### config.mk
export PLATFORM = sky130hd
export DESIGN_NAME = memArbiter
export DESIGN_NICKNAME = d
export VERILOG_FILES = /design/src/design/memSysPkg.sv /design/src/design/memArbiter.sv
export SDC_FILE = /design/constraint.sdc
export NUM_CORES = 1
export LEC_CHECK = 0
export BUFFER_PORTS_ARGS = -buffer_cell sky130_fd_sc_hd__buf_2
export CAP_MARGIN = 20
export CELL_PAD_IN_SITES_DETAIL_PLACEMENT = 1
export CELL_PAD_IN_SITES_GLOBAL_PLACEMENT = 1
export CORE_UTILIZATION = 29
export DETAILED_ROUTE_END_ITERATION = 7
export GPL_ROUTABILITY_DRIVEN = 0
export PLACE_DENSITY = 0.76
export SYNTH_ARGS = -nofsm -noshare
export SYNTH_HDL_FRONTEND = slang
export SYNTH_SLANG_ARGS = --single-unit
### constraint.sdc
create_clock -name clk -period 4.05 [get_ports clk]
set_input_delay 1.0125 -clock clk [delete_from_list [all_inputs] [get_ports clk]]
set_output_delay 1.0125 -clock clk [all_outputs]
set_load 0.01 [all_outputs]
### src/design/memSysPkg.sv
package memSysPkg;

    // ************************************************************
    // Widths
    // ************************************************************

    // Default RAM address width
    localparam int AddrW = 17;

    // Request address field, wide enough for the largest supported RAM
    localparam int AddrMaxW = 20;

    localparam int WordW = 32;

    // ************************************************************
    // Access codes
    // ************************************************************

    // Encoded value equals the byte count
    typedef enum logic [2:0] {
        Len1 = 3'd1,
        Len2 = 3'd2,
        Len4 = 3'd4
    } accLen_t;

    typedef enum logic [1:0] {
        OpFetch = 2'd0,
        OpLoad  = 2'd1,
        OpStore = 2'd2
    } memOp_t;

    // ************************************************************
    // Request passed from arbiter to sequencer
    // ************************************************************

    typedef struct packed {
        memOp_t                op;
        accLen_t               len;
        logic [AddrMaxW-1:0]   addr;
        // Store data, ignored for fetch and load
        logic [WordW-1:0]      data;
    } memReq_t;

endpackage

### src/design/memArbiter.sv
`timescale 1ns/1ps

module memArbiter import memSysPkg::*; #(
    parameter int AddrBits = AddrW
) (
    input  logic                clk,
    input  logic                i_rstN,
    input  logic                i_flush,
    input  logic                i_fetchEn,
    input  logic [AddrBits-1:0] i_fetchAddr,
    input  logic                i_dataEn,
    input  logic                i_dataStore,
    input  accLen_t             i_dataLen,
    input  logic [AddrBits-1:0] i_dataAddr,
    input  logic [WordW-1:0]    i_dataWr,
    input  logic                i_seqBusy,
    input  logic                i_fetchDone,
    input  logic                i_dataDone,
    output logic                o_grantValid,
    output memReq_t             o_grantReq
);

    logic    fetchServed;
    logic    dataServed;
    logic    fetchReq;
    logic    dataReq;
    logic    canPick;
    logic    dropFetch;
    memReq_t fetchReqS;
    memReq_t dataReqS;

    // Fetches are always whole instruction words
    assign fetchReqS = '{op: OpFetch, len: Len4, addr: AddrMaxW'(i_fetchAddr), data: '0};
    assign dataReqS  = '{op: i_dataStore ? OpStore : OpLoad, len: i_dataLen,
                         addr: AddrMaxW'(i_dataAddr), data: i_dataWr};

    // A held enable counts only once until its done
    assign dataReq   = i_dataEn && !dataServed;
    assign fetchReq  = i_fetchEn && !fetchServed && !i_flush;
    assign canPick   = !i_seqBusy && !o_grantValid;
    assign dropFetch = i_flush && (o_grantReq.op == OpFetch);

    always_ff @(posedge clk) begin
        if (!i_rstN) begin
            o_grantValid <= 1'b0;
            fetchServed  <= 1'b0;
            dataServed   <= 1'b0;
        end else begin
            if (canPick && dataReq) begin
                o_grantValid <= 1'b1;
                dataServed   <= 1'b1;
            end else if (canPick && fetchReq) begin
                o_grantValid <= 1'b1;
                fetchServed  <= 1'b1;
            end else if (o_grantValid && (!i_seqBusy || dropFetch)) begin
                o_grantValid <= 1'b0;
            end
            if (i_dataDone) dataServed <= 1'b0;
            if (i_fetchDone || i_flush) fetchServed <= 1'b0;
        end
    end

    // Data side has fixed priority
    always_ff @(posedge clk) begin
        if (canPick) begin
            o_grantReq <= dataReq ? dataReqS : fetchReqS;
        end
    end

endmodule

# Word level (Yosys, flattened, before mapping)
# Index checks and enable logic that the tools add are counted.
[word_totals]
word_cells = 34
output_inout_bits = 58
input_bits = 78
reg_bits = 60
[classes]
mux = 5
reduce_logical = 20
n_bitwise = 2
[op_table]
columns = ["cell", "n"]
rows = [
  ["two-way mux 49 bit", 1],
  ["logical AND 1 bit", 8],
  ["zero test 1 bit", 5],
  ["OR reduction 2 bit", 2],
  ["two-way mux 1 bit", 3],
  ["nonzero test 3 bit", 1],
  ["zero test 2 bit", 1],
  ["logical OR 1 bit", 2],
  ["two-way mux 2 bit", 1],
  ["NOT 1 bit", 2],
  ["AND reduction 2 bit", 1],
]

# Logic depth before layout (Yosys ltp)
[logic_depth]
word_depth = 7
depth_mapped = 5
depth_no_buf = 3

# Worst setup path after synthesis
# Ideal clock, no wire load.
[synth_timing]
kind = "in2reg"
start = "input port i_seqBusy"
end = "register fetchServed"
stages = 3
required_ns = 3.958
path_slack_ns = 0.039
t_arrival_ns = 3.919
path_buffers = 0
path_cell_list = "nor2_1 -> a31oi_1 -> nor4_2"
[synth_between]
elab_chain_len = 5
word_cells_on_any_way = 6
cone_classes = "bitwise (1); reduce/logical (5)"
[synth_lines]
columns = ["item", "line_no", "rtl"]
rows = [
  ["from (decl)", "memArbiter.sv:16", "input logic i_seqBusy,"],
  ["zero test 1 bit *", "memArbiter.sv:40", "assign canPick = !i_seqBusy && !o_grantValid;"],
  ["logical AND 1 bit *", "memArbiter.sv:40", ""],
  ["logical AND 1 bit", "memArbiter.sv:49", "if (canPick && dataReq) begin"],
  ["NOT 1 bit (no source line)", "--", ""],
  ["AND reduction 2 bit (no source line) *", "--", ""],
  ["to (signal assigned)", "memArbiter.sv:46", "fetchServed <= 1'b0;"],
  ["to (signal assigned)", "memArbiter.sv:54", "fetchServed <= 1'b1;"],
  ["to (signal assigned)", "memArbiter.sv:59", "if (i_fetchDone || i_flush) fetchServed <= 1'b0;"],
  ["to (decl)", "memArbiter.sv:23", "logic fetchServed;"],
]
# Mark *: on every way between the ends. The rest lies on a longest branch, timed or not.
# A chain may end at the register's enable or synchronous reset.

# Final worst setup path
[layout_timing]
start = "input port i_dataEn"
end = "register o_grantReq[3] (netlist bit), data pin"
[layout_between]
elab_chain_len = 1
[layout_lines]
columns = ["item", "line_no", "rtl"]
rows = [
  ["from (decl)", "memArbiter.sv:11", "input logic i_dataEn,"],
  ["logical AND 1 bit", "memArbiter.sv:38", "assign dataReq = i_dataEn && !dataServed;"],
  ["to (signal assigned)", "memArbiter.sv:66", "o_grantReq <= dataReq ? dataReqS : fetchReqS;"],
  ["to (decl)", "memArbiter.sv:20", "output memReq_t o_grantReq"],
]
# Every way passes these cells.

==> impl_metrics.env <==
export IMPL_p_clk_frac=0.391
export IMPL_r2r_end="o_grantReq[3]$_SDFFCE_PP0N_"
export IMPL_ctsResizeCount=0
export IMPL_yosys_area_top_type="edfxtp_1"
export IMPL_cp_arrival_ns=2.16
export IMPL_worst_hold_slack_ns=0.5530
export IMPL_cts_setup_buffers=0
export IMPL_syn_instance_count=171
export IMPL_antenna_found_initial=0
export IMPL_floorplan_rows=31
export IMPL_p_int_uw=1116
export IMPL_clock_latency_ns=0.33
export IMPL_drive_gt1_frac=0.4823
export IMPL_startpoint_type="input port"
export IMPL_critPathCaptureType="flip-flop"
export IMPL_finalSetupViolCount=0
export IMPL_drc=0
export IMPL_combPwrFrac=0.115
export IMPL_cts_buffers=9
export IMPL_holdPathEnd="fetchServed$_SDFFE_PP0P_"
export IMPL_die_w_um=90.64
export IMPL_r2r_start="dataServed$_SDFFE_PP0P_"
export IMPL_maxCapViolCount=0
export IMPL_fill_cells=869
export IMPL_p_sw_uw=324.3
export IMPL_die_area_um2=8215
export IMPL_clock_path_buffers=2
export IMPL_grt_pass1_vias=1750
export IMPL_status="finished clean"
export IMPL_design_area_um2=3211
export IMPL_diodes=0
export IMPL_min_period_over_period=0.4862
export IMPL_cts_root_buf="clkbuf_8"
export IMPL_cp_max_fo=54
export IMPL_grt_first_pass_wirelength_mm=8.521
export IMPL_core_area_um2=7408
export IMPL_min_delay_start="fetchServed$_SDFFE_PP0P_"
export IMPL_yosysWarnings=0
export IMPL_cts_hold_buffers=0
export IMPL_ys_seq_elements=57
export IMPL_slew_headroom=0.3717
export IMPL_synth_top_area_share=0.7117
export IMPL_setup_tns_ns=0
export IMPL_worstHoldPathCells=2
export IMPL_critPathKind="in2reg"
export IMPL_r2r_setup_slack_ns=2.54
export IMPL_num_vias=1733
export IMPL_ys_async_sr_fraction=0
export IMPL_yosysSeqAreaShare=0.7381
export IMPL_yosys_cell_types_count=17
export IMPL_areaGrowthSynthToFinish_pct=40.91
export IMPL_min_path_type="reg2reg"
export IMPL_htree_levels=3
export IMPL_grtUsageTotal=0.1349
export IMPL_synth_main_ff_cell="edfxtp_1"
export IMPL_reg2reg_depth=2
export IMPL_netlist_area_um2=2278
export IMPL_worst_pin_slew_ns=0.9405
export IMPL_critPathRequiredTime_ns=4.24
export IMPL_ios=136
export IMPL_skew_ns=0.009270
export IMPL_power_frac_seq=0.494
export IMPL_fin_crit_ns=1.969
export IMPL_power_switching_fraction=0.2253
export IMPL_dp_hpwl_mm=3.881
export IMPL_grt_overflow_total=0
export IMPL_grt_max_degree=59
export IMPL_clk_pin_slew_ns=0.07
export IMPL_placed_area_um2=3000
export IMPL_start_util=0.3075
export IMPL_power_density_nw_per_um2=448.5
export IMPL_nets=384
export IMPL_io_buffer_count=132
export IMPL_hold_viol_final=0
export IMPL_vias_per_cell=4.227
export IMPL_irDropWorstVdd_uv=197.6
export IMPL_synth_edf_count=54
export IMPL_rsz0062_at_grt="no"
export IMPL_drt_pass1_iterations=4
export IMPL_cts_tree="done"
export IMPL_fmax_mhz=507.8
export IMPL_synth_top_cells_by_area="edfxtp_1, and2_1, nand2_1"
export IMPL_clock_sinks=57
export IMPL_drt_iter0_drc=42
export IMPL_avgRoutedWirePerCell_um=12.96
export IMPL_drv_slew=0
export IMPL_die_y_um=90.64
export IMPL_wirelength_mm=5.312
export IMPL_p_leak_uw=0.001497
export IMPL_postRouteAntennaNets=0
export IMPL_synth_area_per_cell_um2=13.32
[critical path, stage by stage]
cell	delay (ns)
buf_2	0.10
nor2b_4	0.76
and2_1	0.25
[cell type report]
type,count,area [um^2],area share
inverter,2,7.507,0.002338
timing repair buffer,133,668.1,0.2081
tap,99,123.9,0.03858
clock buffer,10,127.6,0.03975
multi-input combinational,103,519.2,0.1617
clock inverter,6,82.58,0.02572
sequential,57,1682,0.5238
[kinds of logic (layout without fill, tap and decap cells)]
group,after synthesis,after routing,share of synthesized area
AND/OR/NAND/NOR,96,96,0.2059
flip-flops,57,57,0.7381
buffers and inverters,13,151,0.04283
AO/OA/AOI/OAI,4,4,0.01153
other,1,3,0.001646
[cell usage after synthesis, types with 2 or more instances]
| cell | number |
|---|---|
| nor2_1 | 3 |
| nand2_1 | 52 |
| a31oi_1 | 2 |
| buf_6 | 2 |
| edfxtp_1 | 54 |
| inv_1 | 2 |
| buf_4 | 9 |
| and2_1 | 35 |
| nand2b_1 | 2 |
| dfxtp_1 | 3 |
[flip-flops by register name, indices dropped and copies added, names as in the netlist]
| signal | cells |
|---|---|
| o_grantReq | 54 |
| fetchServed | 1 |
| dataServed | 1 |
| o_grantValid | 1 |
[per-layer routing]
metal | GRT usage | up-vias | part of all wire | routed length, um
met4 | 0.06855 | 0 | 0.017 | 89
met5 | 0 | - | 0 | 0
met1 | 0.1567 | 804 | 0.40 | 2108
met3 | 0.03704 | 10 | 0.079 | 421
met2 | 0.2273 | 83 | 0.51 | 2692
li1 | - | 836 | - | -
[worst max path at each step]
stage                          from                            to  slack [ns]
after floorplan           i_seqBusy      fetchServed$_SDFFE_PP0P_        0.04
after global placement     i_dataEn  o_grantReq[54]$_SDFFCE_PP1N_        1.72
after detailed placement   i_dataEn   o_grantReq[3]$_SDFFCE_PP0N_        1.66
after CTS                  i_dataEn   o_grantReq[3]$_SDFFCE_PP0N_        2.02
after global routing       i_dataEn     o_grantValid$_SDFFE_PN0P_        1.90
final                      i_dataEn   o_grantReq[3]$_SDFFCE_PP0N_        2.08
[through the flow]
stage                 util  setup slack [ns]  total power [uW]  std cells
floorplan                -           0.03949             810.6        173
global placement    0.4050             1.724             887.7        394
detailed placement  0.4050             1.662             895.2        394
CTS                 0.4334             2.017              1463        410
global route        0.4334             1.900              1504        410
finish              0.4334             2.081              1440        410
[power by group through the flow]
stage | logic (uW) | registers (uW) | clock network [uW]
detailed placement | 170 | 725 | 0
finish | 166 | 711 | 563
global route | 185 | 715 | 603
global placement | 166 | 722 | 0
CTS | 171 | 712 | 580
floorplan | 61.1 | 749 | 0
[cell usage in the layout, fill, tap and decap left out, types with 2 or more instances in the layout]
master / count
and2_1: 35
buf_2: 132
bufinv_16: 2
inv_1: 2
dfxtp_1: 3
clkinv_2: 2
conb_1: 3
nand2_1: 52
a31oi_1: 2
nor2_1: 2
nand2b_1: 2
edfxtp_1: 54
clkbuf_8: 9
Note: power is estimated with default switching activity, not from simulation.
