### config.mk
export PLATFORM = sky130hd
export DESIGN_NAME = byteSequencer
export DESIGN_NICKNAME = d
export VERILOG_FILES = /design/src/design/memSysPkg.sv /design/src/design/byteSequencer.sv
export SDC_FILE = /design/constraint.sdc
export NUM_CORES = 1
export LEC_CHECK = 0
export ABC_AREA = 1
export BUFFER_PORTS_ARGS = -buffer_cell sky130_fd_sc_hd__buf_2
export CAP_MARGIN = 20
export CORE_UTILIZATION = 30
export CTS_BUF_LIST = sky130_fd_sc_hd__clkbuf_8
export DETAILED_ROUTE_END_ITERATION = 10
export HOLD_SLACK_MARGIN = 0.08
export SLEW_MARGIN = 20
export SYNTH_ARGS = -nofsm -noshare
export SYNTH_HDL_FRONTEND = slang
export SYNTH_SLANG_ARGS = --single-unit
### constraint.sdc
create_clock -name clk -period 4.6 [get_ports clk]
set_clock_uncertainty 0.05 [all_clocks]
set_input_delay 0.46 -clock clk [delete_from_list [all_inputs] [get_ports clk]]
set_output_delay 0.46 -clock clk [all_outputs]
set_load 0.03 [all_outputs]
### src/design/memSysPkg.sv
package memSysPkg;

    // ************************************************************
    // Widths
    // ************************************************************

    // Default RAM address width
    localparam int AddrW = 17;

    // Request address field, wide enough for the largest supported RAM
    localparam int AddrMaxW = 20;

    localparam int WordW = 32;

    // ************************************************************
    // Access codes
    // ************************************************************

    // Encoded value equals the byte count
    typedef enum logic [2:0] {
        Len1 = 3'd1,
        Len2 = 3'd2,
        Len4 = 3'd4
    } accLen_t;

    typedef enum logic [1:0] {
        OpFetch = 2'd0,
        OpLoad  = 2'd1,
        OpStore = 2'd2
    } memOp_t;

    // ************************************************************
    // Request passed from arbiter to sequencer
    // ************************************************************

    typedef struct packed {
        memOp_t                op;
        accLen_t               len;
        logic [AddrMaxW-1:0]   addr;
        // Store data, ignored for fetch and load
        logic [WordW-1:0]      data;
    } memReq_t;

endpackage

### src/design/byteSequencer.sv
`timescale 1ns/1ps

module byteSequencer import memSysPkg::*; #(
    parameter int AddrBits = AddrW
) (
    input  logic                clk,
    input  logic                i_rstN,
    input  logic                i_flush,
    input  logic                i_ioStall,
    input  logic                i_grantValid,
    input  memReq_t             i_grantReq,
    input  logic [7:0]          i_ramRd,
    output logic                o_busy,
    output logic [AddrBits-1:0] o_ramAddr,
    output logic                o_ramWe,
    output logic [7:0]          o_ramWr,
    output logic                o_fetchDone,
    output logic [WordW-1:0]    o_fetchInst,
    output logic                o_dataDone,
    output logic [WordW-1:0]    o_dataRd
);

    // ************************************************************
    // Operation state
    // ************************************************************

    logic                active;
    memOp_t              curOp;
    accLen_t             curLen;
    logic [AddrBits-1:0] baseAddr;
    logic [WordW-1:0]    storeData;
    logic [2:0]          stage;
    logic [WordW-1:0]    partial;

    logic                accept;
    logic                isRead;
    logic                lastStage;
    logic                flushFetch;
    logic [2:0]          byteCount;
    logic [2:0]          addrOff;
    logic [5:0]          rdShift;
    logic [WordW-1:0]    assembled;

    assign accept = !active && i_grantValid && !i_ioStall
                    && !(i_flush && (i_grantReq.op == OpFetch));

    assign isRead     = (curOp != OpStore);
    assign byteCount  = curLen;
    assign flushFetch = i_flush && (curOp == OpFetch);

    // Reads finish one stage later because of the RAM latency
    assign lastStage = isRead ? (stage == byteCount) : (stage + 3'd1 == byteCount);

    assign o_busy = active || i_ioStall;

    always_ff @(posedge clk) begin
        if (!i_rstN) begin
            active <= 1'b0;
            stage  <= 3'd0;
        end else if (!active) begin
            if (accept) begin
                active <= 1'b1;
                stage  <= 3'd0;
            end
        end else if (flushFetch) begin
            active <= 1'b0;
            stage  <= 3'd0;
        end else if (!i_ioStall) begin
            if (lastStage) begin
                active <= 1'b0;
                stage  <= 3'd0;
            end else begin
                stage <= stage + 3'd1;
            end
        end
    end

    always_ff @(posedge clk) begin
        if (accept) begin
            curOp     <= i_grantReq.op;
            curLen    <= i_grantReq.len;
            baseAddr  <= i_grantReq.addr[AddrBits-1:0];
            storeData <= i_grantReq.data;
            partial   <= '0;
        end else if (active && isRead && !i_ioStall && stage != 3'd0) begin
            partial <= assembled;
        end
    end

    // ************************************************************
    // RAM side
    // ************************************************************

    // While stalled, keep reading the byte still owed so it is
    // on the RAM output again when the stall lifts
    assign addrOff = (i_ioStall && isRead && stage != 3'd0) ? stage - 3'd1 : stage;

    assign o_ramAddr = baseAddr + AddrBits'(addrOff);
    assign o_ramWe   = active && !isRead && !i_ioStall;
    assign o_ramWr   = storeData[{stage[1:0], 3'b000} +: 8];

    // ************************************************************
    // Result assembly
    // ************************************************************

    // Returned byte belongs to the previous stage, little-endian
    assign rdShift   = {stage - 3'd1, 3'b000};
    assign assembled = partial | (WordW'(i_ramRd) << rdShift);

    assign o_fetchDone = active && lastStage && (curOp == OpFetch) && !i_ioStall && !i_flush;
    assign o_dataDone  = active && lastStage && (curOp != OpFetch) && !i_ioStall;
    assign o_fetchInst = assembled;
    assign o_dataRd    = assembled;

endmodule

---- Yosys cells after proc, flatten, opt, wreduce, memory -nomap -nowiden ----
Cells that the tools add are included.
word-level totals
  output and inout bits ................... 93
  register bits after elaboration ......... 90
  bits of input ports ..................... 70
operators by class
  bitwise operators ....................... 1
  add/subtract/negate cells ............... 3
  shift-type cells ........................ 2
  equal/unequal tests ..................... 4
  mux-type cells .......................... 12
  reductions and logical operators ........ 30
operators by type and width
  operator             count
  $or 32x32->32        1
  $shiftx 32x6->8      1
  $shl 8x6->32         1
  $logic_and 1x1->1    18
  $mux 3               6
  $add 17x3->17        1
  $eq 3x3->1           2
  $mux 1               6
  $logic_not 1->1      5
  $logic_not 2->1      2
  $reduce_bool 2->1    2
  $add 3x1->3 const B  1
  $ne 3x2->1 const B   1
  $reduce_bool 3->1    1
  $sub 3x1->3 const B  1
  $ne 2x2->1 const B   1
  $reduce_and 2->1     1
  $logic_or 1x1->1     1

---- Depth between registers and ports, before layout ----
Gate-level depths: netlist of the first run.
  depth in word-level cells ............... 7
  depth in mapped cells ................... 18
  mapped depth without buffers ............ 14

---- Least setup slack after synthesis of the first run ----
No wires, ideal clock.
  kind .................................... reg2out
  start point ............................. register stage[0]
  end point ............................... output port o_ramAddr[16]
  arrival ................................. 3.284 ns
  data required time ...................... 4.090 ns
  buffers on the path ..................... 4
  stages on the path, launching flop included .. 18
  setup slack ............................. 0.806 ns
  path through ............................ dfxtp_1 > buf_4 > inv_2 > buf_6 > buf_2 > buf_2 > ha_1 > nand2_1 > nand3_1 > xor2_1 > ha_1 > inv_1 > fa_1 > o21ai_2 > nand3_1 > nor2_4 > nand4_1 > xnor2_1
on the way
  word-level cells in the longest chain between the ends .. 4
  elaborated cells between the ends (all ways) .. 5
RTL lines
  element                                                              line                 source
  start, declared                                                      byteSequencer.sv:32  logic [2:0] stage;
  start signal, assigned                                               byteSequencer.sv:73  stage <= stage + 3'd1;
  parallel branches: the longest is 2 deep, another holds $sub 3x1->3  --
  $mux 3 *                                                             byteSequencer.sv:96  assign addrOff = (i_ioStall && isRead && stage != 3'd0) ? stage - 3'd1 : stage;
  $add 17x3->17 *                                                      byteSequencer.sv:98  assign o_ramAddr = baseAddr + AddrBits'(addrOff);
  end, declared                                                        byteSequencer.sv:14  output logic [AddrBits-1:0] o_ramAddr,
Mark *: on every way between the ends.

---- Worst setup path in the final report of the first run ----
  start point ............................. register stage[1]
  end point ............................... output port o_ramAddr[11]
Same word-level chain as after synthesis.

==> results of run 1 <==
==> where the power goes <==
| part | switching [mW] | internal [mW] |
|---|---|---|
| logic | 0.190 | 0.0762 |
| registers | 0.00975 | 0.881 |
| clock network | 0.297 | 0.250 |
==> cells by family after synthesis <==
group                    count (synthesis)  share of synthesized area [%]
flip-flops                              90                          50.39
buffers and inverters                  160                          16.58
AND/OR/NAND/NOR                        116                          11.06
AO/OA/AOI/OAI                           97                          16.74
adder cells (fa/ha/maj)                  7                          2.046
XOR/XNOR                                16                          3.176
==> per-stage QoR <==
| stage | utilization (%) | area [um^2] |
|---|---|---|
| final | 36.74 | 5564 |
| after global routing | 36.72 | 5562 |
| after CTS | 36.72 | 5562 |
| after detailed placement | 35.44 | 5368 |
| after global placement | 35.44 | 5368 |
| after floorplan | - | 4648 |
==> worst reg2reg max path: cells and delay by family, from the launching register on <==
| kind | cells | cell delay, ns |
|---|---|---|
| buf+inv | 2 | 0.84 |
| simple gates | 6 | 0.66 |
| fa+ha+maj | 1 | 0.50 |
| flops | 1 | 0.34 |
| compound gates | 1 | 0.07 |
==> per-layer routing <==
layer	vias to the layer above	GRT usage, %	part of all wire [%]
li1	1818	-	-
met1	1585	16.72	44
met2	82	22.81	49
met3	12	3.079	4.9
met4	0	7.016	1.9
met5	-	0	0
==> synth_stat cells, types with 2 or more instances <==
cell	number	share of area, %
xor2_1	8	1.5
xnor2_1	7	1.3
nand2_1	55	4.4
edfxtp_1	54	35
a21oi_1	20	2.2
buf_6	2	0.48
inv_2	11	0.89
inv_1	100	8.1
o22ai_1	8	1.1
nand4_1	6	0.81
buf_2	6	0.65
nor2_2	2	0.27
dfxtp_1	36	16
o21ai_0	19	2.0
a211oi_2	8	2.2
nand3_1	20	2.2
a211oi_1	24	3.9
nor2_1	26	2.1
clkbuf_1	3	0.24
buf_4	35	5.7
a31oi_4	9	4.1
nor3_1	2	0.22
a31oi_1	7	0.94
ha_1	6	1.6
nor2_4	2	0.48
==> how the worst min path moves through the flow <==
stage | start | to | slack, ns | cells past startpoint
finish | i_grantReq[14] | storeData[14] | 0.19 | 1
global route | i_grantReq[44] | baseAddr[12] | 0.17 | 1
CTS | i_grantReq[42] | baseAddr[10] | 0.16 | 1
detailed placement | partial[10] | partial[10] | 0.39 | 2
global placement | partial[4] | partial[4] | 0.39 | 2
floorplan | partial[25] | partial[25] | 0.38 | 2
==> registers in the layout (all words and copies together), names as in the netlist <==
name / count
active: 1
baseAddr: 17
byteCount: 3
curOp: 2
partial: 32
stage: 3
storeData: 32
==> cells in the final DEF (no fill, tap or decap), types with 2 or more instances in the layout <==
master | synthesis | final
clkinv_2 | 0 | 4
inv_2 | 11 | 11
nand4_1 | 6 | 6
inv_1 | 100 | 99
a211oi_1 | 24 | 24
nand3_1 | 20 | 20
clkinv_4 | 0 | 2
buf_4 | 35 | 5
ha_1 | 6 | 6
a31oi_4 | 9 | 9
nor2_1 | 26 | 26
a31oi_1 | 7 | 7
nor2_4 | 2 | 2
edfxtp_1 | 54 | 54
nor2_2 | 2 | 2
nand2_1 | 55 | 55
o21ai_0 | 19 | 19
xor2_1 | 8 | 8
clkbuf_8 | 0 | 9
o22ai_1 | 8 | 8
nor3_1 | 2 | 2
dfxtp_1 | 36 | 36
xnor2_1 | 7 | 7
buf_2 | 6 | 159
a21oi_1 | 20 | 20
a211oi_2 | 8 | 8
==> cell type report <==
type,count,area [um^2],area share (%)
flip-flops and latches,90,2342,42.10
clock buffers,9,123.9,2.226
inverters,112,421.7,7.578
clock inverters,7,70.07,1.259
diodes,1,2.502,0.04497
repair buffers,164,833.3,14.98
well taps,188,235.2,4.228
multi-input cells,236,1535,27.59
==> results.md, run 1 <==
Synth:
- Dividing the synthesized area by the synthesized cell count gives 9.564 um^2.
- Yosys printed 0 warnings.
- Counting flops with a built-in enable in the synthesized netlist gives 54.
- Sequential elements use 50.39% of the synthesized area.
- The share of flip-flops with an asynchronous set or reset is 0%.
- The synthesized design contains 90 register bits.
- The cell area that synthesis handed to floorplanning was 4648 um^2.
- The number of nets handed over by synthesis was 563.
- In the synthesized netlist the dominant register cell turns out to be edfxtp_1.
- Counting every instance in the synthesized netlist gives 486.
- The post-synthesis cell type count is 35.

CTS:
- The clock passes through at most 2 buffers.
- The cell sitting at the root of the clock tree is a clkbuf_8.
- The total setup buffers inserted after CTS is 0.
- The total CTS buffers is 9.
- In this run the number of H-tree levels came out at 3.
- Buffers inserted to repair hold after CTS numbered 0.
- TritonCTS built the clock tree.
- After clock tree synthesis, the clock-pin slew on the worst setup and hold paths is 0.10 ns.
- The clock network latency to the later pin of the worst-skew pair is 0.37 ns.
- The number of sinks handled by clock tree synthesis is 90.
- The count of cells resized by post-cts repair is 0.

Die:
- During I/O placement, the number of pins put on the boundary was 163.
- The number of rows in the core area is 45.
- For this configuration, the core starts out at a cell density of 30.69%.
- The core area is 15,150 um^2.
- The die footprint is 16,000 um^2.
- The floorplan step set the die width to 126.5 um.
- The die is 126.5 um tall.

Detailed routing:
- The final routed wirelength across all metal layers is 10,700 um.
- In this run the remaining antenna-violating nets after routing total 0.
- The number of remaining DRC errors is 0.
- The total number of vias is 3,497.
- The detail-routed net length per standard cell is 13.25 um.
- For this block, the initial DRC count from the detailed router was 178.
- The iteration count of the initial detailed-routing pass is 4.
- In the routed layout, each cell is associated on average with a via count of 4.333.

Worst setup path:
- The worst register-to-register path begins at stage[1].
- The beginning of the critical path is stage[1].
- The most critical setup path has its endpoint at o_ramAddr[11].
- The cell depth of the worst flop-to-flop path is 10.
- Setup slack on the worst reg-to-reg path comes out at 2.04 ns.
- The endpoint type of the worst setup path is a primary output.
- The cell family contributing the most delay on the critical path is buffers and inverters.
- The critical path contains buffers and inverters numbering 3 combined.
- The endpoint required time on the critical path is 4.09 ns.
- Counting buffers and inverters, the worst setup path is 14 cells deep.
- STA classifies the critical path startpoint as a flop.
- The endpoint identified for the worst register-to-register timing path is stage[0].
- Data on the critical path arrives at its endpoint at 3.74 ns.
- The cell at the slowest stage of the critical path is inv_2.
- The peak fanout along the critical path is 17.
- Walking the worst path, the cells encountered are clkinv_1 -> ha_1 -> xor2_2 -> inv_2 -> o21ai_0 -> ha_1 -> nand3_1 -> nand2_1 -> nand3_1 -> nor2_2 -> nand2_1 -> nor2_1 -> xor2_1 -> buf_2.
- The critical path is of the reg -> out type.
- On the worst path, the slowest cell contributes a delay of 0.46 ns.

Global route:
- Entering global routing, the biggest net connects 37 pins.
- The initial antenna violation count is 1.
- The first global-routing pass estimated 16,660 um of wire.
- The global-route usage over all layers is 13.73%.
- The number of global-route vias before repair is 3,236.
- Global routing finished with a remaining overflow of 0.

Timing:
- The transition time at the pin with the least slew margin is 0.7969 ns.
- Hold is met by 0.1947 ns.
- In the post-route analysis, the smallest setup slack over all paths is 0.3539 ns.
- The total count of max-transition violations in the final report is 0.
- Adding up every negative setup slack in the final design gives 0 ns.
- Setup repair after global routing left no endpoint under its margin.
- Headroom to the max-slew limit came out at 46.81%.
- The final count of hold timing violations is 0.
- Of the available clock period, the critical path in the final layout requires 92.31%.
- Setup violations remaining at the end of the flow were counted as 0.
- The minimum clock period is 4.246 ns.
- For this run, the top clock speed supported by timing is 235.5 MHz.

Layout:
- In the final layout, the share of cells above drive strength 1 is 35.28%.
- The number of inserted filler cells in the final layout is 1,545.
- For this run, the post-layout net count is 690.
- For this run, the number of standard cells in the final layout without fillers is 807.
- The layout overhead on the synthesized area is 19.70%.

Place:
- The final estimated routing congestion in global placement is 0.7586.
- The cell total after placement is 790.
- In this run the tool buffered the top-level ports with 159 buffer cells.
- Detailed placement finished with a half-perimeter wire length of 7729 um.
- The pre-CTS worst setup slack is 0.7061 ns.

Power:
- The total power density per cell area is 306.2 nW/um^2.
- The analysis attributes to cell leakage a power of 2.651 nW.
- The power consumption is 1.704 mW.
- The worst vdd rail ir drop is 0.1484 mV.

Hold path:
- The classification of the worst-slack hold path is in -> reg.

Status:
- The run finished with clean final reports.

Run:
- The max capacitance violation total is 0.
Power figures use the tool's default switching activity.
==> run 2, diff against run 1 <==
--- a/config.mk
+++ b/config.mk
@@ -12,6 +12,7 @@
 export CTS_BUF_LIST = sky130_fd_sc_hd__clkbuf_8
 export DETAILED_ROUTE_END_ITERATION = 10
 export HOLD_SLACK_MARGIN = 0.08
+export PLACE_DENSITY = 0.55
 export SLEW_MARGIN = 20
 export SYNTH_ARGS = -nofsm -noshare
 export SYNTH_HDL_FRONTEND = slang
==> run 2 against run 1 <==
Compared with the run above:
- sequential power about the same
- cell count down 0.12%
- routed wire length up 1.9%
- critical path depth down 1
- total power up 0.71%
- core utilization about the same
- sequential share of layout area about the same
- register-to-register slack better by 0.05 ns
- largest power group unchanged
==> results.md, run 2 (same netlist as run 1, synthesis figures left out) <==
Layout:
- The number of antenna repair diodes is 0 (was 1).
- The utilization of the core after routing is 36.77% (was 36.74%).
- The final net count is 690 (unchanged).
- The layout overhead on the synthesized area is 19.81% (was 19.70%).
- The commonest non-fill, non-tap cell in the layout is buf_2 (unchanged).
- Registers with the most flip-flops: partial (32), storeData (32), baseAddr (17) (unchanged).
- The area of all placed cells without fillers was 5569 um^2 (was 5564 um^2).
- Commonest cells after routing, fill and taps aside: buf_2, inv_1, nand2_1 (unchanged).
- The proportion of layout cells with a drive suffix above 1 is 35.28% (unchanged).

Detailed routing:
- The number of remaining DRC errors is 0 (unchanged).
- The number of nets with antenna violations after routing was 0 (unchanged).
- The number of vias per cell is 4.409 (was 4.333).
- The initial DRC count is 129 (was 178).
- The total number of vias is 3,554 (was 3,497).
- The final routed wirelength across all metal layers was 10,900 um (was 10,700 um).
- The iteration count of the initial detailed-routing pass is 4 (unchanged).
- The detail-routed net length per standard cell is 13.52 um (was 13.25 um).

Global route:
- The met3 layer usage reported by global route is 2.995% (was 3.079%).
- The global-route wire length before repair came to 16,950 um (was 16,660 um).
- The initial antenna violation count is 2 (was 1).
- The maximum number of pins on one net before global-route repair came to 60 (was 37).
- The number of global-route vias before repair is 3,398 (was 3,236).
- The leftover overflow at the end of global routing is 0 (unchanged).
- The global-route usage over all layers is 13.94% (was 13.73%).
- The fraction of met1 tracks used by global routing is 16.81% (was 16.72%).
- The met2 usage in global routing is 23.33% (was 22.81%).
- The most heavily used metal layer in global routing is met2 (unchanged).

Status:
- Run status: complete, no violations (unchanged).

Worst setup path:
- The endpoint required time on the critical path is 4.09 ns (about the same).
- The reg-to-reg critical path endpoint is stage[0] (unchanged).
- The peak fanout along the critical path is 11 (was 17).
- The sort of element at the start of the critical path is a flop (unchanged).
- The worst setup path endpoint is o_ramAddr[16] (was o_ramAddr[11]).
- The worst flop-to-flop path startpoint was stage[1] (unchanged).
- The critical path data arrival time is 3.57 ns (was 3.74 ns).
- The start-to-end type of the worst setup path is reg -> out (unchanged).
- The worst setup slack for register-to-register paths is 2.09 ns (was 2.04 ns).
- The endpoint type of the worst setup path is a primary output (unchanged).
- The cell depth of the worst flop-to-flop path was 10 (unchanged).
- The beginning of the critical path is stage[1] (unchanged).

Power:
- The switching part of the total is 29.41% (was 29.15%).
- The combinational power share is 15.7% (was 15.6%).
- The internal power contribution was 1.211 mW (was 1.207 mW).
- The power share of the sequential group is 51.9% (was 52.3%).
- The portion of total power attributed to the clock network came to 32.4% (was 32.1%).
- The worst vdd rail ir drop is 0.1272 mV (was 0.1484 mV).
- The leakage dissipation is 2.644 nW (was 2.651 nW).
- The net switching power figure was 504.6 uW (was 496.7 uW).
- The total power density per cell area is 308.1 nW/um^2 (was 306.2 nW/um^2).

Timing:
- The headroom to the max-slew limit was 32.67% (was 46.81%).
- The minimum clock period is 4.076 ns (was 4.246 ns).
- The sum of negative setup slack is 0 ns (unchanged).
- The final count of hold timing violations came to 0 (unchanged).
- The final clock period utilization by the worst path is 88.61% (was 92.31%).
- The final setup slack of the worst path is 0.5240 ns (was 0.3539 ns).
- The total count of max-transition violations in the final report is 0 (unchanged).
- The count of endpoints failing setup in the final report is 0 (unchanged).
- RSZ-0062 raised after global routing: no (unchanged).
- The transition time at the pin with the least slew margin is 1.009 ns (was 0.7969 ns).
- The highest clock frequency the design can meet came to 245.3 MHz (was 235.5 MHz).

Place:
- The final estimated routing congestion in global placement is 0.8453 (was 0.7586).
- The post-placement cell area is 5368 um^2 (unchanged).
- The pre-CTS worst setup slack is 0.6884 ns (was 0.7061 ns).
- The number of input and output port buffers inserted is 159 (unchanged).
- The detailed placer's ending HPWL was 7895 um (was 7729 um).

CTS:
- The total CTS buffers is 9 (unchanged).
- The clock tree from TritonCTS is yes (unchanged).
- The clock slew seen by the registers of the worst setup and hold paths is 0.10 ns (about the same).
- The number of buffers on the longest clock path is 2 (unchanged).
- The post-cts hold buffer count is 0 (unchanged).
- The clock network latency to the later pin of the worst-skew pair was 0.37 ns (about the same).
- The CTS root buffer is clkbuf_8 (unchanged).
- The number of sinks handled by clock tree synthesis is 90 (unchanged).
- The level count of the clock H-tree came to 3 (unchanged).

Die:
- The core area is 15,150 um^2 (unchanged).
- The number of I/O pins was 163 (unchanged).
- The die footprint came to 16,000 um^2 (unchanged).
- The number of rows in the core area was 45 (unchanged).
- The die width came to 126.5 um (unchanged).
- The vertical die dimension came to 126.5 um (unchanged).
- The initial core utilization came to 30.69% (unchanged).

Run:
- The max capacitance violation total is 0 (unchanged).

Hold path:
- The classification of the worst-slack hold path is in -> reg (unchanged).
==> run 2: cell count changes in the layout (fill, tap and decap cells not counted), sizes merged <==
cell / delta
diode: -1
clkinvlp: +2
clkinv: -4
inv: +2
==> run 2: layout make-up <==
class | count | area (um^2)
Clock buffer | 9 | 123.9
Clock inverter | 7 | 75.07
Fill cell | 1521 | 9577
Inverter | 112 | 424.2
Multi-Input combinational cell | 236 | 1535
Sequential cell | 90 | 2342
Tap cell | 188 | 235.2
Timing Repair Buffer | 164 | 833.3
==> run 2: worst min-delay path by stage <==
stage	startpoint	endpoint	depth (start not counted)
after floorplan	partial[25]	partial[25]	2
after global placement	partial[31]	partial[31]	2
after detailed placement	partial[10]	partial[10]	2
after CTS	i_grantReq[4]	storeData[4]	1
after global routing	i_grantReq[20]	storeData[20]	1
final	i_grantReq[27]	storeData[27]	1
==> run 2: routing by layer <==
metal | wire length [um] | up-vias | part of all wire (%)
met5 | 25 | - | 0.23
met4 | 264 | 4 | 2.4
met3 | 476 | 22 | 4.4
met2 | 5317 | 81 | 49
met1 | 4816 | 1641 | 44
li1 | - | 1806 | -
==> run 2: repair_timing <==
item,in CTS,in global routing
setup buffers,0,0
resized for setup,0,2
endpoints found under the setup margin,0,1
hold endpoints to repair,0,0
==> run 2: power by group through the flow <==
stage,Sequential (mW),Combinational [mW],Clock [mW]
floorplan,0.908,0.195,0
global placement,0.909,0.267,0
detailed placement,0.910,0.271,0
CTS,0.891,0.272,0.580
global route,0.894,0.293,0.605
finish,0.891,0.269,0.556
==> run 2: through the flow <==
| step | power, mW | instances | hold WS, ns |
|---|---|---|---|
| final | 1.716 | 806 | 0.1988 |
| after global routing | 1.792 | 806 | 0.1743 |
| after CTS | 1.743 | 806 | 0.1744 |
| after detailed placement | 1.181 | 790 | 0.3955 |
| after global placement | 1.177 | 790 | 0.3918 |
| after floorplan | 1.103 | 486 | 0.3833 |
==> run 2: worst max-delay path: stages (launching register included) <==
cell      delay [ns]
dfxtp_1         0.34
clkinv_1        0.33
ha_1            0.33
nand2_1         0.10
nand3_1         0.16
o21ai_0         0.29
inv_1           0.10
fa_1            0.45
o21ai_2         0.21
nand3_1         0.18
nor2_4          0.18
nand4_1         0.13
xnor2_1         0.17
buf_2           0.22
==> run 3, diff against run 2 <==
--- a/config.mk
+++ b/config.mk
@@ -8,11 +8,12 @@
 export ABC_AREA = 1
 export BUFFER_PORTS_ARGS = -buffer_cell sky130_fd_sc_hd__buf_2
 export CAP_MARGIN = 20
-export CORE_UTILIZATION = 30
+export CORE_ASPECT_RATIO = 0.9
+export CORE_UTILIZATION = 50
 export CTS_BUF_LIST = sky130_fd_sc_hd__clkbuf_8
 export DETAILED_ROUTE_END_ITERATION = 10
 export HOLD_SLACK_MARGIN = 0.08
-export PLACE_DENSITY = 0.55
+export PLACE_DENSITY = 0.82
 export SLEW_MARGIN = 20
 export SYNTH_ARGS = -nofsm -noshare
 export SYNTH_HDL_FRONTEND = slang
==> run 3 against run 2 <==
Compared with the run above:
- final area decreased by 1.7%
- register-to-register slack got worse by 0.16 ns
- non-clock buffer count fell by 1
- via count rose by 0.87%
- hold slack improved by 0.033 ns
- cell count shrank 8.7%
- largest power group unchanged
- sequential power hardly changed
- largest cell class unchanged
- combinational power shrank 2%
- critical path type unchanged
- clock power down 4%
- critical endpoint unchanged
- sequential cell count unchanged
- core utilization up 25 points
==> results.md, run 3 (same netlist as run 1, synthesis figures left out) <==
Status:
- Run status: complete, no violations (unchanged).

Layout:
- The final net count is 689 (was 690).
- The proportion of layout cells with a drive suffix above 1 was 35.17% (was 35.28%).
- Registers with the most flip-flops: partial (32), storeData (32), baseAddr (17) (unchanged).
- The layout overhead on the synthesized area was 17.74% (was 19.81%).
- Commonest cells after routing, fill and taps aside: buf_2, inv_1, nand2_1 (unchanged).
- The number of antenna repair diodes is 0 (unchanged).
- The combined area of the multi-input logic cells was 1535 um^2 (unchanged).
- The area of all placed cells without fillers is 5473 um^2 (was 5569 um^2).
- The number of inserted filler cells in the final layout is 769 (was 1,521).
- The storage element area was 2342 um^2 (unchanged).
- The commonest non-fill, non-tap cell in the layout is buf_2 (unchanged).

Power:
- The power share of the sequential group is 52.7% (was 51.9%).
- The net switching power figure is 476.5 uW (was 504.6 uW).
- The worst vdd rail ir drop is 0.1938 mV (was 0.1272 mV).
- The power consumption was 1.690 mW (was 1.716 mW).
- The combinational power share was 15.5% (was 15.7%).
- The switching part of the total is 28.19% (was 29.41%).
- The total power density per cell area is 308.8 nW/um^2 (was 308.1 nW/um^2).
- The portion of total power attributed to the clock network is 31.7% (was 32.4%).
- The leakage dissipation was 2.649 nW (was 2.644 nW).
- The internal power contribution came to 1.214 mW (was 1.211 mW).

Worst setup path:
- The largest stage delay on the critical path is 0.42 ns (was 0.45 ns).
- Cells along the critical path: buf_4 -> clkinv_1 -> ha_1 -> nand2_1 -> nand3_1 -> xor2_1 -> ha_1 -> inv_1 -> fa_1 -> o21ai_2 -> nand3_1 -> nor2_4 -> nand4_1 -> xnor2_1 -> buf_2 (was clkinv_1 -> ha_1 -> nand2_1 -> nand3_1 -> o21ai_0 -> inv_1 -> fa_1 -> o21ai_2 -> nand3_1 -> nor2_4 -> nand4_1 -> xnor2_1 -> buf_2).
- The peak fanout along the critical path is 13 (was 11).
- The start-to-end type of the worst setup path is reg -> out (unchanged).
- The endpoint required time on the critical path is 4.09 ns (about the same).
- The critical path data arrival time is 3.67 ns (was 3.57 ns).
- The endpoint type of the worst setup path is a primary output (unchanged).
- The sort of element at the start of the critical path is a flop (unchanged).
- The buffering stage count on the worst path with inverters included is 4 (was 3).
- The cell family contributing the most delay on the critical path is adder cells (unchanged).
- The cell at the slowest stage of the critical path is fa_1 (unchanged).

CTS:
- The CTS root buffer was clkbuf_8 (unchanged).
- The total CTS buffers is 9 (unchanged).
- The clock slew seen by the registers of the worst setup and hold paths is 0.09 ns (was 0.10 ns).
- The number of sinks handled by clock tree synthesis was 90 (unchanged).
- The level count of the clock H-tree is 3 (unchanged).
- The post-cts hold buffer count was 0 (unchanged).
- The total setup buffers inserted after CTS is 0 (unchanged).
- The clock tree from TritonCTS is yes (unchanged).
- The count of cells resized by post-cts repair is 0 (unchanged).
- The number of buffers on the longest clock path is 2 (unchanged).
- The clock network latency to the later pin of the worst-skew pair came to 0.34 ns (was 0.37 ns).

Global route:
- The maximum number of pins on one net before global-route repair came to 57 (was 60).
- The number of global-route vias before repair is 3,263 (was 3,398).
- The global-route wire length before repair is 15,540 um (was 16,950 um).
- The global-route usage over all layers is 20.28% (was 13.94%).
- The initial antenna violation count is 0 (was 2).
- The leftover overflow at the end of global routing is 0 (unchanged).

Detailed routing:
- The iteration count of the initial detailed-routing pass was 4 (unchanged).
- The number of vias per cell is 4.871 (was 4.409).
- The number of remaining DRC errors was 0 (unchanged).
- The initial DRC count is 167 (was 129).
- The detail-routed net length per standard cell is 13.15 um (was 13.52 um).
- The final routed wirelength across all metal layers came to 9675 um (was 10,900 um).
- The total number of vias was 3,585 (was 3,554).
- The number of nets with antenna violations after routing is 0 (unchanged).

Place:
- The number of input and output port buffers inserted is 159 (unchanged).
- The final estimated routing congestion in global placement came to 0.8457 (was 0.8453).
- The pre-CTS worst setup slack is 0.6915 ns (was 0.6884 ns).
- The detailed placer's ending HPWL was 7019 um (was 7895 um).
- The post-placement cell area was 5274 um^2 (was 5368 um^2).

Timing:
- The worst hold margin is 0.2320 ns (was 0.1988 ns).
- The final clock period utilization by the worst path is 90.91% (was 88.61%).
- The count of endpoints failing setup in the final report is 0 (unchanged).
- The final count of hold timing violations is 0 (unchanged).
- RSZ-0062 raised after global routing: no (unchanged).
- The highest clock frequency the design can meet is 239.1 MHz (was 245.3 MHz).
- The headroom to the max-slew limit is 40.98% (was 32.67%).
- The total count of max-transition violations in the final report is 0 (unchanged).
- The minimum clock period is 4.182 ns (was 4.076 ns).
- The transition time at the pin with the least slew margin is 0.8843 ns (was 1.009 ns).
- The sum of negative setup slack is 0 ns (unchanged).
- The final setup slack of the worst path was 0.4179 ns (was 0.5240 ns).

Run:
- The max capacitance violation total is 0 (unchanged).

Hold path:
- The classification of the worst-slack hold path is in -> reg (unchanged).

Die:
- The die width was 103.6 um (was 126.5 um).
- The die footprint is 9687 um^2 (was 16,000 um^2).
- The number of rows in the core area came to 32 (was 45).
- The number of I/O pins is 163 (unchanged).
- The initial core utilization is 52.77% (was 30.69%).
- The vertical die dimension is 93.47 um (was 126.5 um).
- The core area is 8808 um^2 (was 15,150 um^2).
[run 3: power by group through the flow]
stage          Sequential, mW  Combinational (mW)  Clock, mW
2_1_floorplan           0.908               0.195          0
3_3_place_gp            0.909               0.258          0
3_5_place_dp            0.910               0.263          0
4_1_cts                 0.891               0.264      0.558
5_1_grt                 0.893               0.286      0.584
6_report                0.891               0.263      0.536
[run 3: cell type report]
cell class,count,area share (%)
Clock buffer,9,2.263
Timing Repair Buffer,163,15.09
Tap cell,119,2.721
Sequential cell,90,42.80
Multi-Input combinational cell,236,28.05
Inverter,112,7.705
Clock inverter,7,1.372
[run 3: metrics by stage]
step / std cells / util [%]
final: 736 / 62.13
after global routing: 736 / 62.13
after CTS: 736 / 62.13
after detailed placement: 720 / 59.87
after global placement: 720 / 59.87
after floorplan: 486 / -
[run 3: worst paths after layout]
kind	cells after the start	slack, ns	from	end
worst max-delay path	15	0.42	stage[1]	o_ramAddr[16]
worst min-delay path	1	0.23	i_grantReq[11]	storeData[11]
worst max register to register	11	1.93	stage[1]	stage[0]
worst min register to register	2	0.41	partial[10]	partial[10]
[run 3: per-layer routing]
metal,GRT usage [%],vias to the layer above,wire length [um]
met1,25.53,1632,4207
li1,-,1817,-
met3,4.111,9,539
met4,6.159,0,115
met2,35.35,127,4812
met5,0,-,0
